File: config.mk
export PLATFORM = sky130hd
export DESIGN_NAME = routerOutputPort
export DESIGN_NICKNAME = d
export VERILOG_FILES = /design/src/verilog/routerPkg.sv /design/src/verilog/grantIf.sv /design/src/verilog/holdTimer.sv /design/src/verilog/switchArbiter.sv /design/src/verilog/flitCrossbar.sv /design/src/verilog/routerOutputPort.sv
export SDC_FILE = /design/constraint.sdc
export NUM_CORES = 1
export LEC_CHECK = 0
export BUFFER_PORTS_ARGS = -buffer_cell sky130_fd_sc_hd__buf_2
export CAP_MARGIN = 15
export CORE_UTILIZATION = 32
export CTS_CLUSTER_SIZE = 24
export DETAILED_ROUTE_END_ITERATION = 8
export REMOVE_ABC_BUFFERS = 1
export SYNTH_ARGS = -nofsm -noshare
export SYNTH_HDL_FRONTEND = slang
export SYNTH_SLANG_ARGS = --single-unit
File: constraint.sdc
create_clock -name clk -period 6.3 [get_ports clk]
set_input_delay 0 -clock clk [delete_from_list [all_inputs] [get_ports clk]]
set_output_delay 0 -clock clk [all_outputs]
set_load 0.02 [all_outputs]
File: src/verilog/routerPkg.sv
package routerPkg;

  //////////////////////////////////////////////////////////////////////
  // port numbering and flit fields
  //////////////////////////////////////////////////////////////////////

  localparam int numPorts = 5;               // L, N, E, W, S

  typedef logic [2:0]  portIdxT;             // L=0 N=1 E=2 W=3 S=4
  typedef logic [2:0]  flitIdT;
  typedef logic [11:0] pktLenT;              // hold time in clk cycles

  localparam flitIdT headFlit = 3'd1;        // head flit carries the length

  //////////////////////////////////////////////////////////////////////
  // switch arbiter states
  //////////////////////////////////////////////////////////////////////

  // each port state sits one above its port index
  typedef enum logic [2:0] {
    stIdle  = 3'd0,
    stLocal = 3'd1,
    stNorth = 3'd2,
    stEast  = 3'd3,
    stWest  = 3'd4,
    stSouth = 3'd5
  } arbStateT;

endpackage

File: src/verilog/grantIf.sv
`timescale 1ns/1ps

interface grantIf;
  import routerPkg::*;

  logic     granted;                         // output owned this cycle
  portIdxT  grantPort;                       // current holder
  logic     grantStart;                      // first cycle of a new grant
  arbStateT state;

  modport arb (
    output granted,
    output grantPort,
    output grantStart,
    output state
  );

  modport xbar (
    input granted,
    input grantPort,
    input grantStart,
    input state
  );

endinterface

File: src/verilog/holdTimer.sv
`timescale 1ns/1ps

module holdTimer (
  input  logic              clk,
  input  logic              rst,
  input  routerPkg::flitIdT flitId,
  input  routerPkg::pktLenT length,
  input  logic              run,
  output logic              timesUp
);
  import routerPkg::*;

  pktLenT count;
  pktLenT limit;

  always_ff @(posedge clk)
  begin
    if (rst)
    begin
      count <= '0;
      limit <= '0;
    end
    else
    begin
      if (flitId == headFlit)
        limit <= length;                     // packet length from head flit
      if (run)
        count <= count + 1'b1;
      else
        count <= '0;                         // restart for the next grant
    end
  end

  // goes high in the last cycle of the hold window
  assign timesUp = (count == limit);

endmodule

File: src/verilog/switchArbiter.sv
`timescale 1ns/1ps

module switchArbiter (
  input  logic                                         clk,
  input  logic                                         rst,
  input  logic [routerPkg::numPorts-1:0]               reqs,
  input  routerPkg::flitIdT [routerPkg::numPorts-1:0]  flitIds,
  input  routerPkg::pktLenT [routerPkg::numPorts-1:0]  lengths,
  grantIf.arb                                          gnt,
  output logic [routerPkg::numPorts-1:0]               grants
);
  import routerPkg::*;

  arbStateT            state;
  arbStateT            nextState;
  portIdxT             holder;
  logic                granted;
  logic [numPorts-1:0] runTimer;
  logic [numPorts-1:0] timesUp;

  // state that grants a given port
  function automatic arbStateT portState(input int idx);
    return arbStateT'(idx + 1);
  endfunction

  // first requester in cyclic order from port first, looking at span ports
  function automatic arbStateT pickNext(
    input logic [numPorts-1:0] r,
    input int                  first,
    input int                  span
  );
    arbStateT pick;
    int       idx;
    pick = stIdle;
    for (int i = span - 1; i >= 0; i--)
    begin
      idx = (first + i) % numPorts;
      if (r[idx])
        pick = portState(idx);               // nearest requester wins
    end
    return pick;
  endfunction

  //////////////////////////////////////////////////////////////////////
  // hold timers
  //////////////////////////////////////////////////////////////////////

  for (genvar p = 0; p < numPorts; p++)
  begin : genTimer
    assign runTimer[p] = (state == portState(p)) && reqs[p] && !timesUp[p];

    holdTimer timer (
      .clk     (clk),
      .rst     (rst),
      .flitId  (flitIds[p]),
      .length  (lengths[p]),
      .run     (runTimer[p]),
      .timesUp (timesUp[p])
    );
  end

  //////////////////////////////////////////////////////////////////////
  // grant state machine
  //////////////////////////////////////////////////////////////////////

  always_comb
  begin
    case (state)
      stLocal: holder = 3'd0;
      stNorth: holder = 3'd1;
      stEast:  holder = 3'd2;
      stWest:  holder = 3'd3;
      stSouth: holder = 3'd4;
      default: holder = 3'd0;
    endcase
  end

  assign granted = (state != stIdle);

  always_comb
  begin
    nextState = stIdle;
    if (!granted)
      nextState = pickNext(reqs, 0, numPorts);   // fixed priority, L first
    else if (reqs[holder] && !timesUp[holder])
      nextState = state;                          // keep the grant
    else
      nextState = pickNext(reqs, int'(holder) + 1, numPorts - 1);
  end

  always_ff @(posedge clk)
  begin
    if (rst)
    begin
      state          <= stIdle;
      gnt.grantStart <= 1'b0;
    end
    else
    begin
      state          <= nextState;
      gnt.grantStart <= (nextState != stIdle) && (nextState != state);
    end
  end

  // one-hot view of the holder
  always_comb
  begin
    grants = '0;
    if (granted)
      grants[holder] = 1'b1;
  end

  assign gnt.state     = state;
  assign gnt.granted   = granted;
  assign gnt.grantPort = holder;

endmodule

File: src/verilog/flitCrossbar.sv
`timescale 1ns/1ps

module flitCrossbar #(
  parameter int dataWidth = 32
) (
  input  logic                                        clk,
  input  logic                                        rst,
  input  logic [routerPkg::numPorts-1:0][dataWidth-1:0] datas,
  grantIf.xbar                                        gnt,
  output routerPkg::portIdxT                          outPort,
  output logic                                        outValid,
  output logic [dataWidth-1:0]                        outData
);
  import routerPkg::*;

  logic [dataWidth-1:0] selData;

  //////////////////////////////////////////////////////////////////////
  // five-to-one select
  //////////////////////////////////////////////////////////////////////

  always_comb
  begin
    case (gnt.grantPort)
      3'd0:    selData = datas[0];           // local
      3'd1:    selData = datas[1];
      3'd2:    selData = datas[2];
      3'd3:    selData = datas[3];
      3'd4:    selData = datas[4];
      default: selData = '0;
    endcase
  end

  //////////////////////////////////////////////////////////////////////
  // output link register
  //////////////////////////////////////////////////////////////////////

  always_ff @(posedge clk)
  begin
    if (rst)
    begin
      outValid <= 1'b0;
      outPort  <= '0;
    end
    else
    begin
      outValid <= (gnt.state != stIdle);
      if (gnt.grantStart)
        outPort <= gnt.grantPort;            // holder only changes here
    end
  end

  always_ff @(posedge clk)
  begin
    if (gnt.granted)
      outData <= selData;
  end

endmodule

File: src/verilog/routerOutputPort.sv
`timescale 1ns/1ps

module routerOutputPort #(
  parameter int dataWidth = 32
) (
  input  logic                                          clk,
  input  logic                                          rst,
  input  logic [routerPkg::numPorts-1:0]                reqs,
  input  routerPkg::flitIdT [routerPkg::numPorts-1:0]   flitIds,
  input  routerPkg::pktLenT [routerPkg::numPorts-1:0]   lengths,
  input  logic [routerPkg::numPorts-1:0][dataWidth-1:0] datas,
  output logic [routerPkg::numPorts-1:0]                grants,
  output routerPkg::portIdxT                            outPort,
  output logic                                          outValid,
  output logic [dataWidth-1:0]                          outData
);

  //////////////////////////////////////////////////////////////////////
  // arbiter decision shared with the crossbar
  //////////////////////////////////////////////////////////////////////

  grantIf gnt ();

  // requests, ids and lengths feed the arbiter
  switchArbiter arbiter (
    .clk     (clk),
    .rst     (rst),
    .reqs    (reqs),
    .flitIds (flitIds),
    .lengths (lengths),
    .gnt     (gnt.arb),
    .grants  (grants)
  );

  // data words go straight to the crossbar
  flitCrossbar #(
    .dataWidth (dataWidth)
  ) crossbar (
    .clk      (clk),
    .rst      (rst),
    .datas    (datas),
    .gnt      (gnt.xbar),
    .outPort  (outPort),
    .outValid (outValid),
    .outData  (outData)
  );

endmodule

==> results.txt <==
----------------------------------------------------
[STA]
  RSZ-0062 raised after global routing ... false
  Final setup vio count ... 0
  Sum Neg Setup Slack ... 0 ns
  Total count of max-transition violations in the final report ... 0
  Maximum operating frequency ... 0.228 GHz
  Minimum clock period after layout ... approximately 4.4 ns
  Transition time at the pin with the least slew margin ... about 1.1 ns
  Post-route clock skew ... around 0.025 ns
  Share of the clock period used by the worst path ... 69.6%
  Hold Violations, Final ... 0
  Worst hold margin ... a little under 0.005 ns
  Headroom to the max-slew limit ... approximately 25%

[Logic synthesis]
  Most common library cells after synthesis ... sky130_fd_sc_hd__nor2_1, sky130_fd_sc_hd__dfxtp_1, sky130_fd_sc_hd__mux2i_1, sky130_fd_sc_hd__xnor2_1, sky130_fd_sc_hd__xor2_1
  Main combinational cell family by area after synthesis ... simple AND/OR/NAND/NOR gates
  Basic-gate share of the synthesized area counting and, or, nand and nor cells ... 16.6%
  Number of unique standard cell types used by synthesis ... 73
  Number of synthesized register bits ... 160
  Most frequently used cell type in the post-synthesis netlist ... sky130_fd_sc_hd__nor2_1
  Area share of the leading cell type in the synthesized netlist ... 30.7%
  Area fraction in compound gates after synthesis ... between 10% and 20%
  Synth Cell Area ... roughly 8400 sq um
  Ranking of synthesized cells by area ... sky130_fd_sc_hd__dfxtp_1, sky130_fd_sc_hd__edfxtp_1, sky130_fd_sc_hd__mux2i_1, sky130_fd_sc_hd__nor2_1, sky130_fd_sc_hd__xnor2_1
  Multiplexer area fraction after synthesis ... under 10%
  Dominant cell type by area after synthesis ... sky130_fd_sc_hd__dfxtp_1
  Total number of yosys warnings ... 0
  Synth Instances ... roughly 900
  Number of synthesized flops with an enable pin ... 32
  Sequential element share of the synthesized area ... ~42%
  Share of flip-flops with an asynchronous set or reset after synthesis ... 0%
  Post-Syn Area per Cell ... between 9 and 10 sq um
  Post-Synth Adder-Cell Area ... under 10%
  Most frequently used flop master after synthesis ... sky130_fd_sc_hd__dfxtp_1
  Post-Synth XOR/XNOR Area ... between 10% and 20%

[Clock tree]
  # Post-CTS Setup Buffers ... 0
  Largest buffer count on any clock path ... 2
  Resized cells post-CTS ... 0
  Clock tree from TritonCTS ... done
  TritonCTS buffer count ... 17
  Clock latency on the worst-skew pair ... 0.43 ns
  Number of levels in the clock H-tree ... 4
  Count of clock tree sinks ... between 150 and 200
  CTS Hold Buffers Added ... around 120
  Clk pin slew, worst setup/hold paths ... about 0.07 ns
  Clock tree root buffer cell ... sky130_fd_sc_hd__clkbuf_16

[Drt]
  Total via count after detailed routing ... a little over 8k
  Count of antenna-violating nets left after detailed routing ... 0
  Vias/cell ... between 5 and 6
  DRC ... 2
  First-pass DRT Iterations ... 9
  DR iter-0 viols ... roughly 680
  Total Routed Length ... roughly 27000 microns
  Wire length per cell after detailed routing ... roughly 17 microns

[Worst setup path]
  Cells on worst reg2reg path ... 7
  Launching element type of the critical path ... flip-flop
  Worst reg2reg startpoint ... arbiter.gnt.state[2]
  Critical setup path kind ... reg2reg
  Destination of the critical timing path ... crossbar.outData[23]
  Required time at the worst-slack endpoint ... roughly 6.6 ns
  Crit path from ... arbiter.gnt.state[2]
  Arr. time, crit path ... around 4.7 ns
  Register-to-Register Setup Slack ... about 1.9 ns
  Max Fanout on Critical Path ... 35
  Element type at the critical path end ... flip-flop
  R2r endpoint ... crossbar.outData[23]

[Floorplan]
  Std-Cell Core Area ... 25400 sq um
  DIE HEIGHT ... ~160 microns
  Die area ... approximately 27000 sq um
  Ports placed on the boundary ... about 280
  Core Rows ... 58
  Initial core utilization ... around a third
  X dimension of the die ... about 160 microns

[Final layout]
  Proportion of layout cells with a drive suffix above 1 ... 27.2%
  Share of the core filled with cells in the final layout ... a little under half
  Final net count ... 1539
  Number of filler instances in the final layout ... 2435
  Area Growth Syn to Fin ... 43.4%

[Status]
  Failing checks ... design-rule violations
  Run status ... complete, but fails checks

[Global routing]
  Total global routing track utilization ... about a fifth
  Total grt overflow ... 0
  Vias in the first global route ... a little under 8k
  Antenna violations before repair ... 1
  Maximum number of pins on one net before global-route repair ... 48
  First-pass GRT wire length ... ~40000 microns

[Worst hold path]
  Hold crit path type ... in2reg

[Run]
  MaxCap Viol Count ... 0

[Placement]
  Post-detail-place hpwl ... 19400 microns
  Input/output buffers ... 282
  Final GP Congestion ... between 0.8 and 0.9

[Pwr]
  Standby leakage power ... 0.00491 uW
  Max VDD drop ... roughly 0.26 mV
  Power density over the cells ... 356 nW/um^2

----------------------------------------------------
worst min path at each step:
stage,start,slack [ns],endpoint,cells past startpoint
detailed placement,lengths[43],0.24,arbiter.genTimer[3].timer.limit[7],3
global placement,lengths[52],0.23,arbiter.genTimer[4].timer.limit[4],3
floorplan,rst,0.07,arbiter.genTimer[0].timer.limit[0],1
finish,datas[131],0.005,crossbar.outData[3],3
CTS,datas[123],0.00003,crossbar.outData[27],3
global route,datas[131],0.003,crossbar.outData[3],3
per-layer routing:
layer	part of all wire, %	wire, microns	GRT usage (%)	vias up
met1	42	11500	23.2	3792
met2	50	13800	35.2	339
met4	2.2	612	6.82	0
met3	5.5	1510	3.12	41
met5	0	0	0	-
li1	-	-	-	4039
critical path, stage by stage (launching register included):
cell and delay (ns):
sky130_fd_sc_hd__dfxtp_1 0.99, sky130_fd_sc_hd__ha_1 0.63, sky130_fd_sc_hd__nand2b_1 0.23, sky130_fd_sc_hd__a21oi_4 0.85, sky130_fd_sc_hd__a22oi_1 0.20, sky130_fd_sc_hd__dlygate4sd3_1 0.61, sky130_fd_sc_hd__a21oi_1 0.16, sky130_fd_sc_hd__dlygate4sd3_1 0.57
sequential cells by signal, indices dropped and copies added (netlist names):
signal and flops:
arbiter.genTimer.timer.count 60, arbiter.genTimer.timer.limit 60, arbiter.gnt.grantStart 1, arbiter.gnt.state 3
crossbar.outData 32, crossbar.outPort 3, crossbar.outValid 1
cells by family (layout without fill, tap and decap cells):
kind of cell	Yosys count	count (layout)
other cells	0	2
simple gates	292	292
xor+xnor	114	114
mux	63	63
buf+inv	79	482
flops	160	160
fa+ha+maj	10	10
compound gates	179	179
cells in the final DEF, fill, tap and decap left out, types with 32 or more instances in the layout:
cell type	count
sky130_fd_sc_hd__a222oi_1	32
sky130_fd_sc_hd__xor2_1	55
sky130_fd_sc_hd__dfxtp_1	128
sky130_fd_sc_hd__a22oi_1	33
sky130_fd_sc_hd__nor2_1	145
sky130_fd_sc_hd__buf_2	282
sky130_fd_sc_hd__a21oi_1	48
sky130_fd_sc_hd__edfxtp_1	32
sky130_fd_sc_hd__dlygate4sd3_1	130
sky130_fd_sc_hd__mux2i_1	63
sky130_fd_sc_hd__xnor2_1	59
report_power, final:
part | internal [uW] | leakage (uW) | switching, uW | total (uW)
combinational | 796 | 0.00327 | 1120 | 1920
sequential | 1260 | 0.00136 | 72.6 | 1340
clock | 561 | 0.000278 | 442 | 1000
layout make-up:
cell class	count	area, sq um	share of cell area, %
clock inverters	14	131	1.10
inverters	27	101	0.846
diodes	2	5.00	0.0418
flip-flops and latches	160	3520	29.4
multi-input cells	658	4560	38.1
clock buffers	18	439	3.67
repair buffers	423	2800	23.4
well taps	330	413	3.45
stage by stage:
step / total power, uW / worst slack [ns] / std cells / cell area, sq um
after floorplan: 2430 / 1.43 / 845 / 8130
after global placement: 3020 / 2.03 / 1466 / 10100
after detailed placement: 3020 / 2.01 / 1466 / 10100
after CTS: 4270 / 1.98 / 1621 / 11900
after global routing: 4480 / 1.66 / 1631 / 12000
final: 4260 / 1.91 / 1632 / 12000
Power figures use the tool's default switching activity.
